`src/hw/gfx_pkg.sv`:
```
package gfx_pkg;

    localparam int LINE_W = 240;     // Visible pixels per line.
    localparam int IDX_W = 8;
    localparam int COLOR_W = 15;     // Three 5-bit channels.

    // Alpha coefficients are in sixteenths.
    localparam int BLD_SHIFT = 4;
    localparam int EV_MAX = 16;
    localparam int CH_MAX = 31;      // Largest value of one color channel.

    // BLDCNT bits 7:6 select the special effect.
    localparam logic [1:0] BLD_MODE_ALPHA = 2'b01;

    // One 32-bit VRAM word holds eight 4 bpp or four 8 bpp pixel indices.
    // Element 0 of either view is the leftmost pixel on screen.
    typedef union packed {
        logic [7:0][3:0] p4;
        logic [3:0][7:0] p8;
    } vram_word_u;

endpackage
```
`src/hw/gfx_if.sv`:
```


// Reads of the previous line, answered one cycle after rd_en.
interface line_rd_if;
    import gfx_pkg::*;

    logic             rd_en;
    logic [7:0]       rd_x;
    logic [IDX_W-1:0] rd_idx0;
    logic [IDX_W-1:0] rd_idx1;

    modport src (
        output rd_en,
        output rd_x,
        input  rd_idx0,
        input  rd_idx1
    );

    modport dst (
        input  rd_en,
        input  rd_x,
        output rd_idx0,
        output rd_idx1
    );
endinterface

```
`src/hw/pixel_compose.sv`:
```
`timescale 1ns/1ps

module pixel_compose #(
    parameter int LINE_W = gfx_pkg::LINE_W
) (
    input  logic                        clock,
    input  logic                        rst_n,
    input  logic                        line_start,
    input  logic [15:0]                 bg0cnt,
    input  logic [15:0]                 bg1cnt,
    input  logic [15:0]                 bldcnt,
    input  logic [15:0]                 bldalpha,
    input  logic [gfx_pkg::COLOR_W-1:0] backdrop,
    input  logic [gfx_pkg::COLOR_W-1:0] pal_data0,
    input  logic [gfx_pkg::COLOR_W-1:0] pal_data1,
    output logic [gfx_pkg::IDX_W-1:0]   pal_addr0,
    output logic [gfx_pkg::IDX_W-1:0]   pal_addr1,
    output logic [gfx_pkg::COLOR_W-1:0] output_color,
    output logic                        pixel_valid,
    line_rd_if.src                      rd
);
    import gfx_pkg::*;

    logic               ractive;
    logic [7:0]         rx;
    logic [1:0]         vld_q;
    logic [1:0]         opaque_q;

    logic [4:0]         eva;
    logic [4:0]         evb;
    logic               bg0_front;
    logic               front_tgt;
    logic               second_tgt;
    logic               do_blend;
    logic [COLOR_W-1:0] front;
    logic [COLOR_W-1:0] second;
    logic [COLOR_W-1:0] blended;

    function automatic logic [4:0] clamp_ev(input logic [4:0] ev);
        return (ev > EV_MAX) ? 5'(EV_MAX) : ev;
    endfunction

    // One channel of the weighted sum, saturated to the channel maximum.
    function automatic logic [4:0] blend_ch(input logic [4:0] a, input logic [4:0] b,
                                            input logic [4:0] ka, input logic [4:0] kb);
        logic [10:0] sum;
        logic [10:0] shifted;
        sum = a * ka + b * kb;
        shifted = sum >> BLD_SHIFT;
        return (shifted > CH_MAX) ? 5'(CH_MAX) : shifted[4:0];
    endfunction

    always_ff @(posedge clock or negedge rst_n) begin
        if (!rst_n) begin
            ractive <= 1'b0;
            rx <= '0;
            vld_q <= '0;
            pixel_valid <= 1'b0;
        end else begin
            if (line_start) begin
                ractive <= 1'b1;
                rx <= '0;
            end else if (ractive) begin
                if (rx == 8'(LINE_W - 1)) begin
                    ractive <= 1'b0;
                end else begin
                    rx <= rx + 8'd1;
                end
            end
            vld_q <= {vld_q[0], ractive};   // Line buffer, then palette latency.
            pixel_valid <= vld_q[1];
        end
    end

    assign rd.rd_en = ractive;
    assign rd.rd_x = rx;
    assign pal_addr0 = rd.rd_idx0;
    assign pal_addr1 = rd.rd_idx1;

    // Opacity follows the index into the palette cycle.
    always_ff @(posedge clock) begin
        opaque_q <= {rd.rd_idx1 != '0, rd.rd_idx0 != '0};
    end

    always_comb begin
        bg0_front = opaque_q[0] && (!opaque_q[1] || bg0cnt[1:0] <= bg1cnt[1:0]);
        if (bg0_front) begin
            front = pal_data0;
            front_tgt = bldcnt[0];
            second = opaque_q[1] ? pal_data1 : backdrop;
            second_tgt = opaque_q[1] ? bldcnt[9] : bldcnt[13];
        end else if (opaque_q[1]) begin
            front = pal_data1;
            front_tgt = bldcnt[1];
            second = opaque_q[0] ? pal_data0 : backdrop;
            second_tgt = opaque_q[0] ? bldcnt[8] : bldcnt[13];
        end else begin
            front = backdrop;
            front_tgt = 1'b0;   // The backdrop alone is never blended.
            second = backdrop;
            second_tgt = 1'b0;
        end
        do_blend = (bldcnt[7:6] == BLD_MODE_ALPHA) && front_tgt && second_tgt;
    end

    assign eva = clamp_ev(bldalpha[4:0]);
    assign evb = clamp_ev(bldalpha[12:8]);
    assign blended = {blend_ch(front[14:10], second[14:10], eva, evb),
                      blend_ch(front[9:5], second[9:5], eva, evb),
                      blend_ch(front[4:0], second[4:0], eva, evb)};

    always_ff @(posedge clock) begin
        output_color <= do_blend ? blended : front;
    end

endmodule

```
`src/flat_wrapper.sv`:
```
// flat-port wrapper written by rule: the top's interface ports become plain ports
module pixel_compose_flat import gfx_pkg::*;
#(
    parameter int LINE_W = gfx_pkg::LINE_W
)
  (clock, rst_n, line_start, bg0cnt, bg1cnt, bldcnt, bldalpha, backdrop, pal_data0, pal_data1, pal_addr0, pal_addr1, output_color, pixel_valid, rd_rd_en, rd_rd_x, rd_rd_idx0, rd_rd_idx1);
  line_rd_if rd_i ();
  input  logic clock;
  input  logic rst_n;
  input  logic line_start;
  input  logic [15:0] bg0cnt;
  input  logic [15:0] bg1cnt;
  input  logic [15:0] bldcnt;
  input  logic [15:0] bldalpha;
  input  logic [gfx_pkg::COLOR_W-1:0] backdrop;
  input  logic [gfx_pkg::COLOR_W-1:0] pal_data0;
  input  logic [gfx_pkg::COLOR_W-1:0] pal_data1;
  output logic [gfx_pkg::IDX_W-1:0] pal_addr0;
  output logic [gfx_pkg::IDX_W-1:0] pal_addr1;
  output logic [gfx_pkg::COLOR_W-1:0] output_color;
  output logic pixel_valid;
  output wire logic [$bits(rd_i.rd_en)-1:0] rd_rd_en;
  output wire logic [$bits(rd_i.rd_x)-1:0] rd_rd_x;
  input wire logic [$bits(rd_i.rd_idx0)-1:0] rd_rd_idx0;
  input wire logic [$bits(rd_i.rd_idx1)-1:0] rd_rd_idx1;
  assign rd_rd_en = rd_i.rd_en;
  assign rd_rd_x = rd_i.rd_x;
  assign rd_i.rd_idx0 = rd_rd_idx0;
  assign rd_i.rd_idx1 = rd_rd_idx1;
  pixel_compose #(.LINE_W(LINE_W)) u_core (.clock(clock), .rst_n(rst_n), .line_start(line_start), .bg0cnt(bg0cnt), .bg1cnt(bg1cnt), .bldcnt(bldcnt), .bldalpha(bldalpha), .backdrop(backdrop), .pal_data0(pal_data0), .pal_data1(pal_data1), .pal_addr0(pal_addr0), .pal_addr1(pal_addr1), .output_color(output_color), .pixel_valid(pixel_valid), .rd(rd_i));
endmodule
```
`config.mk`:
```
export PLATFORM = sky130hd
export DESIGN_NAME = pixel_compose_flat
export DESIGN_NICKNAME = d
export VERILOG_FILES = /design/src/hw/gfx_pkg.sv /design/src/hw/gfx_if.sv /design/src/hw/pixel_compose.sv /design/src/flat_wrapper.sv
export SDC_FILE = /design/constraint.sdc
export NUM_CORES = 1
export LEC_CHECK = 0
export BUFFER_PORTS_ARGS = -buffer_cell sky130_fd_sc_hd__buf_2
export CAP_MARGIN = 15
export CELL_PAD_IN_SITES_DETAIL_PLACEMENT = 1
export CELL_PAD_IN_SITES_GLOBAL_PLACEMENT = 1
export CORE_UTILIZATION = 44
export CTS_CLUSTER_SIZE = 30
export DETAILED_ROUTE_END_ITERATION = 16
export PLACE_DENSITY = 0.9
export SYNTH_ARGS = -nofsm -noshare
export SYNTH_HDL_FRONTEND = slang
export SYNTH_SLANG_ARGS = --single-unit
```
`constraint.sdc`:
```
create_clock -name clock -period 11.1 [get_ports clock]
set_clock_uncertainty 0.1 [all_clocks]
set_input_delay 1.11 -clock clock [delete_from_list [all_inputs] [get_ports clock]]
set_output_delay 1.11 -clock clock [all_outputs]
set_load 0.005 [all_outputs]
```
Word level (Yosys, flattened, before mapping)
Cells that the tools add are included.
W data, S select, Z words.
Word-level totals
  bits in registers: 29
  word-level logic and storage cells: 57
  output and inout bits: 41
  input port bits: 128
Cells by class
  add/subtract/negate cells: 4
  eq/ne operators: 3
  $mul: 6
  muxes and demuxes: 23
  magnitude comparators: 6
  reductions and logical operators: 9
Operator list (number)
  $mux W15: 6
  $mul A5 B5 Y10: 6
  $add A10 B10 Y11: 3
  $mux W5: 5
  $mux W8: 3
  $gt A7 B5 Y1 const B: 3
  $reduce_bool A8 Y1: 2
  $gt A5 B5 Y1 const B: 2
  $mux W1: 9
  $add A8 B1 Y8 const B: 1
  $eq A8 B8 Y1 const B: 1
  $logic_and A1 B1 Y1: 3
  $eq A2 B1 Y1 const B: 1
  $le A2 B2 Y1: 1
  $ne A2 B2 Y1 const B: 1
  $reduce_and A2 Y1: 1
  $reduce_bool A2 Y1: 1
  $logic_not A1 Y1: 1
  $logic_or A1 B1 Y1: 1

Logic depth before layout (Yosys ltp)
Gate-level depths: netlist (run 1).
  depth after elaboration: 9
  depth in mapped cells: 27
  mapped depth without buffers: 26

Least setup slack after synthesis (run 1)
Ideal clock, no wire load.
  path type: input port to flip-flop
  start point: input port bg1cnt[1]
  end point: register u_core.output_color[2] in the netlist's numbering
  path buffers: 1
  setup time: 0.117 ns
  stages: 26
  arrival time: 6.850 ns
  slack: 4.033 ns
  data required time: 10.883 ns
  cells stage by stage: inv_1 ha_1 nor2b_1 o211a_1 nand2_1 clkbuf_1 o22ai_1 nand2_1 o21ai_0 or2_2 fa_1 fa_1 inv_1 fa_1 fa_1 inv_1 fa_1 inv_1 ha_1 o21ai_0 nand2_1 o21ai_0 o31ai_1 xor2_1 nand3_1 o22a_1
Between the ends
  word-level cells in the longest chain between the ends: 9
  elaborated cells between the ends (all ways): 15
  classes of those cells: add/sub: 1; mul: 2; order compare: 2; mux: 6; reduce/logical: 4
Ends and longest elaborated chain
  start, declared: RTL line flat_wrapper.sv:12  | input logic [15:0] bg1cnt;
  $le A2 B2 Y1 *: RTL line pixel_compose.sv:86  | bg0_front = opaque_q[0] && (!opaque_q[1] || bg0cnt[1:0] <= bg1cnt[1:0]);
  $logic_or A1 B1 Y1 *: RTL line pixel_compose.sv:86
  $logic_and A1 B1 Y1 *: RTL line pixel_compose.sv:86
  $mux W15: RTL line pixel_compose.sv:87  | if (bg0_front) begin
  $mul A5 B5 Y10: RTL line pixel_compose.sv:48  | sum = a * ka + b * kb;
  $add A10 B10 Y11: RTL line pixel_compose.sv:48
  $gt A7 B5 Y1: RTL line pixel_compose.sv:50  | return (shifted > CH_MAX) ? 5'(CH_MAX) : shifted[4:0];
  $mux W5: RTL line pixel_compose.sv:50
  $mux W15 *: RTL line pixel_compose.sv:113  | output_color <= do_blend ? blended : front;
  end signal, assigned: RTL line pixel_compose.sv:113
  end, declared: RTL line pixel_compose.sv:18  | output logic [gfx_pkg::COLOR_W-1:0] output_color,
Every way passes the cells marked *; elsewhere a longest branch is shown, timed or not.
A chain may end at the register's enable or synchronous reset.

Worst setup path after layout (run 1)
  start point: input port bg1cnt[1]
  end point: register u_core.output_color[0] in the netlist's numbering
The elaborated chain is that of the path after synthesis.

==> results of run 1 <==
## sequential cells by signal, summed over array words and instances, names as in the netlist
signal,count
u_core.output_color,15
u_core.opaque_q,2
u_core.pixel_valid,1
u_core.rd.rd_en,1
u_core.vld_q,2
u_core.rd.rd_x,8
## path summary, 6_finish.rpt
path                                                 start                             end  cells past startpoint
worst max-delay path                             bg1cnt[1]  u_core.output_color[0]$_DFF_P_                     27
worst min-delay path             u_core.vld_q[1]$_DFF_PN0_    u_core.pixel_valid$_DFF_PN0_                      0
worst max register to register  u_core.opaque_q[1]$_DFF_P_  u_core.output_color[0]$_DFF_P_                     24
worst min register to register   u_core.vld_q[1]$_DFF_PN0_    u_core.pixel_valid$_DFF_PN0_                      0
max in group asynchronous                            rst_n   u_core.rd.rd_x[0]$_DFFE_PN0P_                      1
min in group asynchronous                            rst_n   u_core.rd.rd_x[7]$_DFFE_PN0P_                      1
## layout make-up
class	instances	area, sq um
well taps	184	230.2
clock inverters	3	17.52
repair buffers	132	678.2
fillers	1787	7132
flip-flops and latches	29	640.6
multi-input cells	589	5261
clock buffers	5	125.1
inverters	105	394.1
## cells in the final DEF (no fill, tap or decap), types with 3 or more instances in the layout
| cell type | instances |
|---|---|
| sky130_fd_sc_hd__inv_1 | 104 |
| sky130_fd_sc_hd__buf_4 | 7 |
| sky130_fd_sc_hd__nand3_1 | 12 |
| sky130_fd_sc_hd__mux2i_1 | 19 |
| sky130_fd_sc_hd__a31oi_1 | 3 |
| sky130_fd_sc_hd__fa_1 | 90 |
| sky130_fd_sc_hd__or2_2 | 13 |
| sky130_fd_sc_hd__o21ai_0 | 26 |
| sky130_fd_sc_hd__xnor2_1 | 16 |
| sky130_fd_sc_hd__o22ai_1 | 14 |
| sky130_fd_sc_hd__a2bb2oi_1 | 6 |
| sky130_fd_sc_hd__buf_2 | 125 |
| sky130_fd_sc_hd__clkbuf_16 | 5 |
| sky130_fd_sc_hd__dfrtp_1 | 12 |
| sky130_fd_sc_hd__ha_1 | 93 |
| sky130_fd_sc_hd__a21oi_1 | 18 |
| sky130_fd_sc_hd__xor2_1 | 8 |
| sky130_fd_sc_hd__a21oi_2 | 3 |
| sky130_fd_sc_hd__nor2b_1 | 9 |
| sky130_fd_sc_hd__and2_1 | 4 |
| sky130_fd_sc_hd__nand2_1 | 60 |
| sky130_fd_sc_hd__a21o_1 | 10 |
| sky130_fd_sc_hd__dfxtp_1 | 17 |
| sky130_fd_sc_hd__nor4_1 | 4 |
| sky130_fd_sc_hd__o21ai_1 | 3 |
| sky130_fd_sc_hd__nand2b_1 | 13 |
| sky130_fd_sc_hd__a22oi_1 | 8 |
| sky130_fd_sc_hd__nor2_1 | 123 |
## layer usage
metal | share of wire | up-vias | track usage
li1 | - | 2662 | -
met1 | 0.39 | 2957 | 0.3236
met2 | 0.51 | 230 | 0.5156
met3 | 0.054 | 67 | 0.03297
met4 | 0.047 | 0 | 0.1581
met5 | 0 | - | 0
## worst reg2reg max path: stages, from the launching register on
cell,delay [ns]
sky130_fd_sc_hd__dfxtp_1,0.31
sky130_fd_sc_hd__buf_4,0.41
sky130_fd_sc_hd__o211ai_1,0.22
sky130_fd_sc_hd__nand2_1,0.60
sky130_fd_sc_hd__buf_4,0.42
sky130_fd_sc_hd__o22ai_1,0.14
sky130_fd_sc_hd__nand2_1,0.10
sky130_fd_sc_hd__o21ai_0,0.29
sky130_fd_sc_hd__or2_2,0.42
sky130_fd_sc_hd__fa_1,0.49
sky130_fd_sc_hd__fa_1,0.55
sky130_fd_sc_hd__inv_1,0.06
sky130_fd_sc_hd__fa_1,0.52
sky130_fd_sc_hd__fa_1,0.55
sky130_fd_sc_hd__inv_1,0.06
sky130_fd_sc_hd__fa_1,0.54
sky130_fd_sc_hd__inv_1,0.04
sky130_fd_sc_hd__ha_1,0.30
sky130_fd_sc_hd__o21ai_0,0.11
sky130_fd_sc_hd__nand2_1,0.08
sky130_fd_sc_hd__o21ai_0,0.21
sky130_fd_sc_hd__o31ai_1,0.34
sky130_fd_sc_hd__xor2_1,0.21
sky130_fd_sc_hd__nand3_1,0.23
sky130_fd_sc_hd__a2bb2oi_1,0.22
## through the flow
stage	cells	area, sq um	power (mW)	hold slack [ns]
after floorplan	763	6524	0.7857	0.2312
after global placement	1039	7204	0.9498	0.2332
after detailed placement	1039	7204	1.019	0.2372
after CTS	1047	7347	1.174	0.2499
after global routing	1047	7347	1.288	0.2568
final	1047	7347	1.170	0.2467
## where the power goes
| group | internal [mW] | leakage [nW] | switching, mW |
|---|---|---|---|
| registers | 0.118 | 0.287 | 0.00400 |
| clock network | 0.0822 | 0.0696 | 0.0549 |
| logic | 0.390 | 3.67 | 0.520 |
| total | 0.591 | 4.03 | 0.579 |
## cells by family after synthesis
| group | count (synthesis) | synth area share |
|---|---|---|
| compound gates | 107 | 0.1103 |
| xor+xnor | 24 | 0.03222 |
| fa+ha+maj | 183 | 0.4545 |
| buf+inv | 145 | 0.09532 |
| flops | 29 | 0.09820 |
| mux | 22 | 0.03490 |
| simple gates | 253 | 0.1745 |
==> impl_results.html, run 1 <==
<table>
<tr><th>Metric</th><th>Value</th></tr>
<tr><th colspan="2">Status</th></tr>
<tr><td>Outcome</td><td>complete, no violations</td></tr>
<tr><th colspan="2">Clock tree</th></tr>
<tr><td>Setup fix buffers added after clock tree synthesis</td><td>0</td></tr>
<tr><td>Maximum buffer depth of the clock tree</td><td>2</td></tr>
<tr><td>Post-CTS Hold Fix Bufs</td><td>0</td></tr>
<tr><td>Source-to-sink clock delay at the later pin of the worst-skew pair</td><td>0.30 ns</td></tr>
<tr><td>Number of gates resized after CTS</td><td>0</td></tr>
<tr><td>Clock root buffer master</td><td>sky130_fd_sc_hd__clkbuf_16</td></tr>
<tr><td>Total clock buffers created by CTS</td><td>5</td></tr>
<tr><td>CTS tree</td><td>done</td></tr>
<tr><td>Clock slew at the register clock pins of the worst setup and hold paths</td><td>0.06 ns</td></tr>
<tr><td># clock sinks</td><td>29</td></tr>
<tr><td>H-tree level count</td><td>2</td></tr>
<tr><th colspan="2">Timing</th></tr>
<tr><td>Final hold violation count</td><td>0</td></tr>
<tr><td>Setup repair after global routing missed its margin</td><td>no</td></tr>
<tr><td>Final period util</td><td>0.7437</td></tr>
<tr><td>Peak Freq</td><td>0.1211 GHz</td></tr>
<tr><td>Setup TNS</td><td>0 ns</td></tr>
<tr><td>Setup ws final</td><td>2.845 ns</td></tr>
<tr><td>Slew Viols, Final</td><td>0</td></tr>
<tr><td>Slew headroom</td><td>0.3217</td></tr>
<tr><td>Worst-Margin Slew</td><td>1.007 ns</td></tr>
<tr><td>Total of endpoints with negative setup slack in the final report</td><td>0</td></tr>
<tr><td>Crit path time final</td><td>8.255 ns</td></tr>
<tr><th colspan="2">Drt</th></tr>
<tr><td>Routed vias</td><td>5916</td></tr>
<tr><td>Detailed Route Iter0 Violations</td><td>244</td></tr>
<tr><td>Detailed-routing iteration count for the pre-antenna-repair pass</td><td>5</td></tr>
<tr><td>Average wire per cell in the routed design</td><td>19.47 um</td></tr>
<tr><td>Routed Antenna Nets</td><td>0</td></tr>
<tr><td>Remaining routing DRC violations</td><td>0</td></tr>
<tr><td>Routed wire length</td><td>20390 um</td></tr>
<tr><td>Vias per cell</td><td>5.650</td></tr>
<tr><th colspan="2">Worst setup path</th></tr>
<tr><td>Critical path's most frequent cell</td><td>sky130_fd_sc_hd__fa_1</td></tr>
<tr><td>Reg-to-reg slack, setup</td><td>3.44 ns</td></tr>
<tr><td>Critical path endpoint category</td><td>register</td></tr>
<tr><td>Data required time at the worst endpoint</td><td>11.14 ns</td></tr>
<tr><td>Kind of cell adding the most delay to the critical path</td><td>adder cells</td></tr>
<tr><td>Kind of start point of the critical path</td><td>primary input</td></tr>
<tr><td>Total buffers and inverters traversed by the critical path</td><td>6</td></tr>
<tr><td>Highest net fanout along the worst path</td><td>28</td></tr>
<tr><td>Type of the worst setup path</td><td>primary input to register</td></tr>
<tr><td>Max stage delay cell, worst path</td><td>sky130_fd_sc_hd__nand2_1</td></tr>
<tr><td>Crit path arrival time</td><td>8.29 ns</td></tr>
<tr><td>Max incr delay on CP</td><td>0.60 ns</td></tr>
<tr><th colspan="2">Place</th></tr>
<tr><td>Buffers on Ports</td><td>125</td></tr>
<tr><td>Post-Place Setup Slack</td><td>2.680 ns</td></tr>
<tr><td>HPWL Detailed</td><td>16300 um</td></tr>
<tr><td>Final RePlAce weighted congestion</td><td>0.8726</td></tr>
<tr><th colspan="2">Pwr</th></tr>
<tr><td>Static Leak</td><td>4.029 nW</td></tr>
<tr><td>Peak supply drop</td><td>82.04 uV</td></tr>
<tr><td>Power Dens Cells</td><td>159.3 nW/um^2</td></tr>
<tr><th colspan="2">Global routing</th></tr>
<tr><td>Overflow after GRT</td><td>0</td></tr>
<tr><td>Wire length of the first global-routing pass</td><td>32270 um</td></tr>
<tr><td>Antenna violations before repair</td><td>0</td></tr>
<tr><td>Maximum number of pins on one net before global-route repair</td><td>35</td></tr>
<tr><td>Total routing usage reported by global routing</td><td>0.2846</td></tr>
<tr><td>Vias in the first global route</td><td>6502</td></tr>
<tr><th colspan="2">Layout</th></tr>
<tr><td>Core utilization of the finished layout</td><td>0.5074</td></tr>
<tr><td>Fraction of layout instances using a drive strength above 1</td><td>0.1958</td></tr>
<tr><td>Synthesis-to-layout area growth</td><td>12.62%</td></tr>
<tr><td>Net count of the finished layout</td><td>1173</td></tr>
<tr><td>Total inserted antenna cells</td><td>0</td></tr>
<tr><th colspan="2">Yosys</th></tr>
<tr><td>Cells taking the most area after synthesis</td><td>sky130_fd_sc_hd__fa_1 (28%), sky130_fd_sc_hd__ha_1 (18%), sky130_fd_sc_hd__nor2_1 (7.1%)</td></tr>
<tr><td>Top_reg_cell synth</td><td>sky130_fd_sc_hd__dfxtp_1</td></tr>
<tr><td>Syn nets</td><td>1074</td></tr>
<tr><td>Synthesized instance count</td><td>763</td></tr>
<tr><td>Count of flip-flops with a built-in enable after synthesis</td><td>0</td></tr>
<tr><td>Yosys warns</td><td>0</td></tr>
<tr><td>Post-synthesis cell area</td><td>6524 sq um</td></tr>
<tr><td>Number of synthesized register bits</td><td>29</td></tr>
<tr><td>Most instantiated library cell after synthesis</td><td>sky130_fd_sc_hd__nor2_1</td></tr>
<tr><td>Biggest area consumer among synthesized cells</td><td>sky130_fd_sc_hd__fa_1</td></tr>
<tr><td>Share of async-settable or async-resettable flops after synthesis</td><td>0.4138</td></tr>
<tr><td>Number of library cell types mapped by synthesis</td><td>57</td></tr>
<tr><td>Top cell type's share of synthesized area</td><td>0.2762</td></tr>
<tr><td>Mean post-synth cell area</td><td>8.550 sq um</td></tr>
<tr><td>Commonest cells in the synthesized netlist</td><td>sky130_fd_sc_hd__nor2_1 (123), sky130_fd_sc_hd__inv_1 (104), sky130_fd_sc_hd__ha_1 (93)</td></tr>
<tr><td>Part of the Yosys area used for sequential elements</td><td>0.09820</td></tr>
<tr><th colspan="2">Floorplanning</th></tr>
<tr><td>Total die area</td><td>15320 sq um</td></tr>
<tr><td>Overall die height</td><td>123.8 um</td></tr>
<tr><td>Horizontal die dimension</td><td>123.8 um</td></tr>
<tr><td>Site Rows</td><td>44</td></tr>
<tr><td>Initial Util</td><td>0.4506</td></tr>
<tr><td>Core Footprint</td><td>14480 sq um</td></tr>
<tr><td>Count of boundary I/O pins</td><td>169</td></tr>
<tr><th colspan="2">Hold path</th></tr>
<tr><td>Hold Crit Class</td><td>register to register</td></tr>
<tr><th colspan="2">Job</th></tr>
<tr><td>Max cap viols</td><td>0</td></tr>
</table>
(Power assumes the default switching activity.)
==> inputs of run 2 (changes only) <==
--- a/config.mk
+++ b/config.mk
@@ -9,10 +9,10 @@
 export CAP_MARGIN = 15
 export CELL_PAD_IN_SITES_DETAIL_PLACEMENT = 1
 export CELL_PAD_IN_SITES_GLOBAL_PLACEMENT = 1
-export CORE_UTILIZATION = 44
+export CORE_UTILIZATION = 37
 export CTS_CLUSTER_SIZE = 30
 export DETAILED_ROUTE_END_ITERATION = 16
-export PLACE_DENSITY = 0.9
+export PLACE_DENSITY = 0.8
 export SYNTH_ARGS = -nofsm -noshare
 export SYNTH_HDL_FRONTEND = slang
 export SYNTH_SLANG_ARGS = --single-unit
==> constraint.sdc (replaced) <==
create_clock -name clock -period 7.3 [get_ports clock]
set_clock_uncertainty 0.1 [all_clocks]
set_input_delay 0.73 -clock clock [delete_from_list [all_inputs] [get_ports clock]]
set_output_delay 0.73 -clock clock [all_outputs]
set_load 0.005 [all_outputs]
==> impl_results.html, run 2 (synthesis gave the netlist of run 1 again) <==
<table>
<tr><th>Metric</th><th>Value</th></tr>
<tr><th colspan="2">Layout</th></tr>
<tr><td>Top library cells by usage in the layout, fill and taps aside</td><td>sky130_fd_sc_hd__buf_2 (125), sky130_fd_sc_hd__nor2_1 (123), sky130_fd_sc_hd__inv_1 (104)</td></tr>
<tr><td>Core utilization of the finished layout</td><td>0.4411</td></tr>
<tr><td>Non-filler instance count after layout</td><td>1113</td></tr>
<tr><td>Fillers</td><td>2151</td></tr>
<tr><td>Largest register FFs</td><td>15</td></tr>
<tr><td>Footprint of the multi-input gates</td><td>5266 sq um</td></tr>
<tr><td>Post-route cell area</td><td>7604 sq um</td></tr>
<tr><td>Register with the most flip-flops</td><td>u_core.output_color</td></tr>
<tr><td>Most common cell after layout, fill and taps aside</td><td>sky130_fd_sc_hd__buf_2</td></tr>
<tr><td>Fraction of layout instances using a drive strength above 1</td><td>0.2196</td></tr>
<tr><td>Net count of the finished layout</td><td>1198</td></tr>
<tr><td>Combined flip-flop and latch cell area</td><td>640.6 sq um</td></tr>
<tr><td>Total inserted antenna cells</td><td>0</td></tr>
<tr><td>Synthesis-to-layout area growth</td><td>16.55%</td></tr>
<tr><th colspan="2">Worst setup path</th></tr>
<tr><td>Total buffers and inverters traversed by the critical path</td><td>4</td></tr>
<tr><td>Data required time at the worst endpoint</td><td>7.38 ns</td></tr>
<tr><td>Highest net fanout along the worst path</td><td>5</td></tr>
<tr><td>Max stage delay cell, worst path</td><td>sky130_fd_sc_hd__fa_1</td></tr>
<tr><td>Destination of the worst register-to-register timing path</td><td>u_core.output_color[2]$_DFF_P_</td></tr>
<tr><td>Kind of cell adding the most delay to the critical path</td><td>adder cells</td></tr>
<tr><td>Kind of start point of the critical path</td><td>primary input</td></tr>
<tr><td>Max incr delay on CP</td><td>0.56 ns</td></tr>
<tr><td>Type of the worst setup path</td><td>primary input to register</td></tr>
<tr><td>Crit path arrival time</td><td>6.97 ns</td></tr>
<tr><td>Critical path's most frequent cell</td><td>sky130_fd_sc_hd__fa_1</td></tr>
<tr><td>Crit Reg-Reg Startpoint</td><td>u_core.opaque_q[0]$_DFF_P_</td></tr>
<tr><td>Logic depth of the worst register-to-register path</td><td>19</td></tr>
<tr><td>Reg-to-reg slack, setup</td><td>0.76 ns</td></tr>
<tr><td>Critical path endpoint category</td><td>register</td></tr>
<tr><th colspan="2">Drt</th></tr>
<tr><td>Routed wire length</td><td>19710 um</td></tr>
<tr><td>Vias per cell</td><td>5.261</td></tr>
<tr><td>Routed Antenna Nets</td><td>0</td></tr>
<tr><td>Routed vias</td><td>5855</td></tr>
<tr><td>Average wire per cell in the routed design</td><td>17.70 um</td></tr>
<tr><td>Detailed-routing iteration count for the pre-antenna-repair pass</td><td>4</td></tr>
<tr><td>Detailed Route Iter0 Violations</td><td>232</td></tr>
<tr><td>Remaining routing DRC violations</td><td>0</td></tr>
<tr><th colspan="2">Timing</th></tr>
<tr><td>Setup TNS</td><td>0 ns</td></tr>
<tr><td>Slew Viols, Final</td><td>0</td></tr>
<tr><td>Setup repair after global routing missed its margin</td><td>no</td></tr>
<tr><td>Worst-Margin Slew</td><td>0.8613 ns</td></tr>
<tr><td>Worst-case hold slack</td><td>0.2175 ns</td></tr>
<tr><td>Setup ws final</td><td>0.4065 ns</td></tr>
<tr><td>Total of endpoints with negative setup slack in the final report</td><td>0</td></tr>
<tr><td>Final hold violation count</td><td>0</td></tr>
<tr><td>Crit path time final</td><td>6.893 ns</td></tr>
<tr><td>Slew headroom</td><td>0.4197</td></tr>
<tr><td>Peak Freq</td><td>0.1451 GHz</td></tr>
<tr><td>Final period util</td><td>0.9443</td></tr>
<tr><th colspan="2">Pwr</th></tr>
<tr><td>Overall power</td><td>1.758 mW</td></tr>
<tr><td>Static Leak</td><td>4.154 nW</td></tr>
<tr><td>Power Dens Cells</td><td>231.3 nW/um^2</td></tr>
<tr><td>Peak supply drop</td><td>115.7 uV</td></tr>
<tr><th colspan="2">Clock tree</th></tr>
<tr><td>CTS tree</td><td>done</td></tr>
<tr><td>Clock root buffer master</td><td>sky130_fd_sc_hd__clkbuf_16</td></tr>
<tr><td># clock sinks</td><td>29</td></tr>
<tr><td>Maximum buffer depth of the clock tree</td><td>2</td></tr>
<tr><td>Total clock buffers created by CTS</td><td>5</td></tr>
<tr><td>H-tree level count</td><td>2</td></tr>
<tr><td>Source-to-sink clock delay at the later pin of the worst-skew pair</td><td>0.28 ns</td></tr>
<tr><td>Clock slew at the register clock pins of the worst setup and hold paths</td><td>0.05 ns</td></tr>
<tr><th colspan="2">Status</th></tr>
<tr><td>Outcome</td><td>complete, no violations</td></tr>
<tr><th colspan="2">Place</th></tr>
<tr><td>Post-Place Setup Slack</td><td>0.05814 ns</td></tr>
<tr><td>Final RePlAce weighted congestion</td><td>0.8974</td></tr>
<tr><td>Buffers on Ports</td><td>125</td></tr>
<tr><td>Placed instance area</td><td>7456 sq um</td></tr>
<tr><td>HPWL Detailed</td><td>16650 um</td></tr>
<tr><td>Cell total after placement</td><td>1105</td></tr>
<tr><th colspan="2">Global routing</th></tr>
<tr><td>Total routing usage reported by global routing</td><td>0.2288</td></tr>
<tr><td>Antenna violations before repair</td><td>0</td></tr>
<tr><td>Overflow after GRT</td><td>0</td></tr>
<tr><td>Vias in the first global route</td><td>6309</td></tr>
<tr><td>Wire length of the first global-routing pass</td><td>31650 um</td></tr>
<tr><td>Maximum number of pins on one net before global-route repair</td><td>46</td></tr>
<tr><th colspan="2">Floorplanning</th></tr>
<tr><td>Total die area</td><td>18170 sq um</td></tr>
<tr><td>Overall die height</td><td>134.8 um</td></tr>
<tr><td>Core Footprint</td><td>17240 sq um</td></tr>
<tr><td>Horizontal die dimension</td><td>134.8 um</td></tr>
<tr><td>Count of boundary I/O pins</td><td>169</td></tr>
<tr><td>Site Rows</td><td>48</td></tr>
<tr><td>Initial Util</td><td>0.3785</td></tr>
<tr><th colspan="2">Hold path</th></tr>
<tr><td>Hold Crit Class</td><td>primary input to asynchronous set/reset pin</td></tr>
<tr><th colspan="2">Job</th></tr>
<tr><td>Max cap viols</td><td>0</td></tr>
</table>
==> run 2: worst max-delay path by stage <==
stage | slack (ns) | cells past startpoint | start | end
5_1_grt | 0.009 | 27 | bg1cnt[1] | u_core.output_color[2]$_DFF_P_
6_report | 0.41 | 25 | bg0cnt[1] | u_core.output_color[2]$_DFF_P_
3_5_place_dp | 0.06 | 28 | bg1cnt[1] | u_core.output_color[2]$_DFF_P_
4_1_cts | 0.34 | 28 | bg1cnt[1] | u_core.output_color[2]$_DFF_P_
3_3_place_gp | 0.29 | 28 | bg1cnt[1] | u_core.output_color[2]$_DFF_P_
2_1_floorplan | 0.61 | 26 | bg1cnt[1] | u_core.output_color[2]$_DFF_P_
==> run 2: report_power, final <==
group	switching, mW	internal, mW	total, mW
Combinational	0.765	0.602	1.37
Sequential	0.00700	0.180	0.187
Clock	0.0794	0.125	0.204
Total	0.851	0.907	1.76
==> run 2: routing by layer <==
metal	track usage	share of wire	wire length, um	vias to the layer above
li1	-	-	-	2712
met1	0.2801	0.41	7987	2882
met2	0.4107	0.49	9655	219
met3	0.02553	0.072	1425	42
met4	0.08739	0.032	637	0
met5	0	0	0	-
==> run 2: final cells by class <==
type                       instances  area share
inverter                         105     0.05183
tap                              225     0.03702
timing repair buffer             157      0.1155
clock buffer                       5     0.01646
sequential                        29     0.08425
multi-input combinational        589      0.6926
clock inverter                     3    0.002304
==> run 2: what timing repair did <==
| action | CTS | global route |
|---|---|---|
| buffers inserted | 0 | 0 |
| hold buffers | 0 | 0 |
| setup endpoints to repair | 0 | 5 |
| hold endpoints to repair | 0 | 0 |
| gates resized for setup | 0 | 1 |
==> inputs of run 3 (changes only) <==
--- a/config.mk
+++ b/config.mk
@@ -9,10 +9,10 @@
 export CAP_MARGIN = 15
 export CELL_PAD_IN_SITES_DETAIL_PLACEMENT = 1
 export CELL_PAD_IN_SITES_GLOBAL_PLACEMENT = 1
-export CORE_UTILIZATION = 37
+export CORE_UTILIZATION = 30
 export CTS_CLUSTER_SIZE = 30
 export DETAILED_ROUTE_END_ITERATION = 16
-export PLACE_DENSITY = 0.8
+export PLACE_DENSITY = 0.68
 export SYNTH_ARGS = -nofsm -noshare
 export SYNTH_HDL_FRONTEND = slang
 export SYNTH_SLANG_ARGS = --single-unit
==> impl_results.html, run 3 (synthesis gave the netlist of run 1 again) <==
<table>
<tr><th>Metric</th><th>Value</th></tr>
<tr><th colspan="2">Clock tree</th></tr>
<tr><td>Maximum buffer depth of the clock tree</td><td>2</td></tr>
<tr><td>Post-CTS Hold Fix Bufs</td><td>0</td></tr>
<tr><td>H-tree level count</td><td>2</td></tr>
<tr><td># clock sinks</td><td>29</td></tr>
<tr><td>Setup fix buffers added after clock tree synthesis</td><td>0</td></tr>
<tr><td>Clock slew at the register clock pins of the worst setup and hold paths</td><td>0.06 ns</td></tr>
<tr><td>CTS tree</td><td>done</td></tr>
<tr><td>Number of gates resized after CTS</td><td>0</td></tr>
<tr><td>Clock root buffer master</td><td>sky130_fd_sc_hd__clkbuf_16</td></tr>
<tr><td>Total clock buffers created by CTS</td><td>5</td></tr>
<tr><td>Source-to-sink clock delay at the later pin of the worst-skew pair</td><td>0.30 ns</td></tr>
<tr><th colspan="2">Layout</th></tr>
<tr><td>Synthesis-to-layout area growth</td><td>18.37%</td></tr>
<tr><td>Register with the most flip-flops</td><td>u_core.output_color</td></tr>
<tr><td>Net count of the finished layout</td><td>1206</td></tr>
<tr><td>Total inserted antenna cells</td><td>0</td></tr>
<tr><td>Largest register FFs</td><td>15</td></tr>
<tr><td>Top library cells by usage in the layout, fill and taps aside</td><td>sky130_fd_sc_hd__buf_2 (125), sky130_fd_sc_hd__nor2_1 (123), sky130_fd_sc_hd__inv_1 (104)</td></tr>
<tr><td>Most common cell after layout, fill and taps aside</td><td>sky130_fd_sc_hd__buf_2</td></tr>
<tr><td>Non-filler instance count after layout</td><td>1171</td></tr>
<tr><td>Fraction of layout instances using a drive strength above 1</td><td>0.2266</td></tr>
<tr><th colspan="2">Timing</th></tr>
<tr><td>Setup repair after global routing missed its margin</td><td>no</td></tr>
<tr><td>Total of endpoints with negative setup slack in the final report</td><td>0</td></tr>
<tr><td>Final hold violation count</td><td>0</td></tr>
<tr><td>Peak Freq</td><td>0.1458 GHz</td></tr>
<tr><td>Worst-Margin Slew</td><td>0.8933 ns</td></tr>
<tr><td>Setup ws final</td><td>0.4392 ns</td></tr>
<tr><td>Setup TNS</td><td>0 ns</td></tr>
<tr><td>Slew headroom</td><td>0.3982</td></tr>
<tr><td>Final period util</td><td>0.9398</td></tr>
<tr><td>Slew Viols, Final</td><td>0</td></tr>
<tr><td>Crit path time final</td><td>6.861 ns</td></tr>
<tr><th colspan="2">Pwr</th></tr>
<tr><td>Peak supply drop</td><td>89.86 uV</td></tr>
<tr><td>Power Dens Cells</td><td>231.1 nW/um^2</td></tr>
<tr><td>Static Leak</td><td>4.191 nW</td></tr>
<tr><th colspan="2">Global routing</th></tr>
<tr><td>Wire length of the first global-routing pass</td><td>32240 um</td></tr>
<tr><td>Antenna violations before repair</td><td>1</td></tr>
<tr><td>Total routing usage reported by global routing</td><td>0.1912</td></tr>
<tr><td>Maximum number of pins on one net before global-route repair</td><td>38</td></tr>
<tr><td>Overflow after GRT</td><td>0</td></tr>
<tr><td>Vias in the first global route</td><td>6179</td></tr>
<tr><th colspan="2">Floorplanning</th></tr>
<tr><td>Count of boundary I/O pins</td><td>169</td></tr>
<tr><td>Overall die height</td><td>149.5 um</td></tr>
<tr><td>Core Footprint</td><td>21150 sq um</td></tr>
<tr><td>Initial Util</td><td>0.3084</td></tr>
<tr><td>Horizontal die dimension</td><td>149.5 um</td></tr>
<tr><td>Total die area</td><td>22340 sq um</td></tr>
<tr><td>Site Rows</td><td>53</td></tr>
<tr><th colspan="2">Place</th></tr>
<tr><td>HPWL Detailed</td><td>17120 um</td></tr>
<tr><td>Final RePlAce weighted congestion</td><td>0.8589</td></tr>
<tr><td>Cell total after placement</td><td>1163</td></tr>
<tr><td>Post-Place Setup Slack</td><td>0.1507 ns</td></tr>
<tr><td>Buffers on Ports</td><td>125</td></tr>
<tr><th colspan="2">Worst setup path</th></tr>
<tr><td>Data required time at the worst endpoint</td><td>7.38 ns</td></tr>
<tr><td>Crit Reg-Reg Startpoint</td><td>u_core.opaque_q[0]$_DFF_P_</td></tr>
<tr><td>Type of the worst setup path</td><td>primary input to register</td></tr>
<tr><td>Reg-to-reg slack, setup</td><td>0.80 ns</td></tr>
<tr><td>Highest net fanout along the worst path</td><td>5</td></tr>
<tr><td>Destination of the worst register-to-register timing path</td><td>u_core.output_color[2]$_DFF_P_</td></tr>
<tr><td>Launch point of the critical path</td><td>bg0cnt[1]</td></tr>
<tr><td>Kind of start point of the critical path</td><td>primary input</td></tr>
<tr><td>Critical path endpoint category</td><td>register</td></tr>
<tr><td>Crit path arrival time</td><td>6.94 ns</td></tr>
<tr><td>Logic depth of the worst register-to-register path</td><td>20</td></tr>
<tr><th colspan="2">Drt</th></tr>
<tr><td>Routed vias</td><td>5731</td></tr>
<tr><td>Remaining routing DRC violations</td><td>0</td></tr>
<tr><td>Average wire per cell in the routed design</td><td>17.29 um</td></tr>
<tr><td>Vias per cell</td><td>4.894</td></tr>
<tr><td>Routed Antenna Nets</td><td>0</td></tr>
<tr><td>Detailed-routing iteration count for the pre-antenna-repair pass</td><td>4</td></tr>
<tr><td>Detailed Route Iter0 Violations</td><td>177</td></tr>
<tr><td>Routed wire length</td><td>20250 um</td></tr>
<tr><th colspan="2">Hold path</th></tr>
<tr><td>Hold Crit Class</td><td>primary input to asynchronous set/reset pin</td></tr>
<tr><th colspan="2">Status</th></tr>
<tr><td>Outcome</td><td>complete, no violations</td></tr>
<tr><th colspan="2">Job</th></tr>
<tr><td>Max cap viols</td><td>0</td></tr>
</table>
## run 3: cell count changes in the layout (fill, tap and decap cells not counted), sizes merged
cell | before | now
buf | 157 | 165
## run 3: per-stage QoR
step | util | power [mW] | hold WS, ns | instance area [sq um]
2_1_floorplan | - | 1.195 | 0.2312 | 6524
3_3_place_gp | 0.3583 | 1.525 | 0.2331 | 7580
3_5_place_dp | 0.3583 | 1.583 | 0.2403 | 7580
4_1_cts | 0.3651 | 1.819 | 0.2042 | 7722
5_1_grt | 0.3651 | 2.010 | 0.2124 | 7722
6_report | 0.3651 | 1.785 | 0.1987 | 7722
## run 3: layer usage
| layer | global-route usage | wire (um) | share of wire | vias up |
|---|---|---|---|---|
| li1 | - | - | - | 2725 |
| met1 | 0.2413 | 9171 | 0.45 | 2852 |
| met2 | 0.3354 | 9731 | 0.48 | 133 |
| met3 | 0.02439 | 856 | 0.042 | 21 |
| met4 | 0.06122 | 486 | 0.024 | 0 |
| met5 | 0 | 0 | 0 | - |
## run 3: cell type report
type,count,area [sq um]
Clock buffer,5,125.1
Clock inverter,3,17.52
Fill cell,2592,13430
Inverter,105,394.1
Multi-Input combinational cell,589,5261
Sequential cell,29,641.9
Tap cell,275,344.1
Timing Repair Buffer,165,938.4
## run 3: worst max path at each step
stage                                           to  slack, ns  cells after the start
floorplan           u_core.output_color[2]$_DFF_P_       0.61                     26
global placement    u_core.output_color[2]$_DFF_P_       0.31                     27
detailed placement  u_core.output_color[2]$_DFF_P_       0.15                     27
CTS                 u_core.output_color[2]$_DFF_P_       0.43                     27
global route        u_core.output_color[2]$_DFF_P_       0.01                     27
finish              u_core.output_color[2]$_DFF_P_       0.44                     25
## run 3: worst max-delay path: stages
cell	delay (ns)
sky130_fd_sc_hd__buf_2	0.10
sky130_fd_sc_hd__ha_1	0.30
sky130_fd_sc_hd__nor2b_1	0.15
sky130_fd_sc_hd__o211a_1	0.23
sky130_fd_sc_hd__nand2_1	0.26
sky130_fd_sc_hd__o22ai_1	0.14
sky130_fd_sc_hd__nand2_1	0.08
sky130_fd_sc_hd__o21ai_0	0.16
sky130_fd_sc_hd__or2_2	0.34
sky130_fd_sc_hd__fa_1	0.50
sky130_fd_sc_hd__fa_1	0.54
sky130_fd_sc_hd__inv_1	0.06
sky130_fd_sc_hd__fa_1	0.50
sky130_fd_sc_hd__fa_1	0.55
sky130_fd_sc_hd__inv_1	0.06
sky130_fd_sc_hd__fa_1	0.53
sky130_fd_sc_hd__inv_1	0.04
sky130_fd_sc_hd__ha_1	0.29
sky130_fd_sc_hd__o21ai_0	0.13
sky130_fd_sc_hd__nand2_1	0.09
sky130_fd_sc_hd__o21ai_0	0.20
sky130_fd_sc_hd__o31ai_1	0.35
sky130_fd_sc_hd__xor2_1	0.18
sky130_fd_sc_hd__nand3_1	0.18
sky130_fd_sc_hd__o22a_1	0.23
## run 3: power by group
part	internal (mW)	total [mW]	switching, mW
registers	0.180	0.187	0.00702
clock network	0.125	0.214	0.0893
logic	0.620	1.38	0.763
total	0.925	1.78	0.860
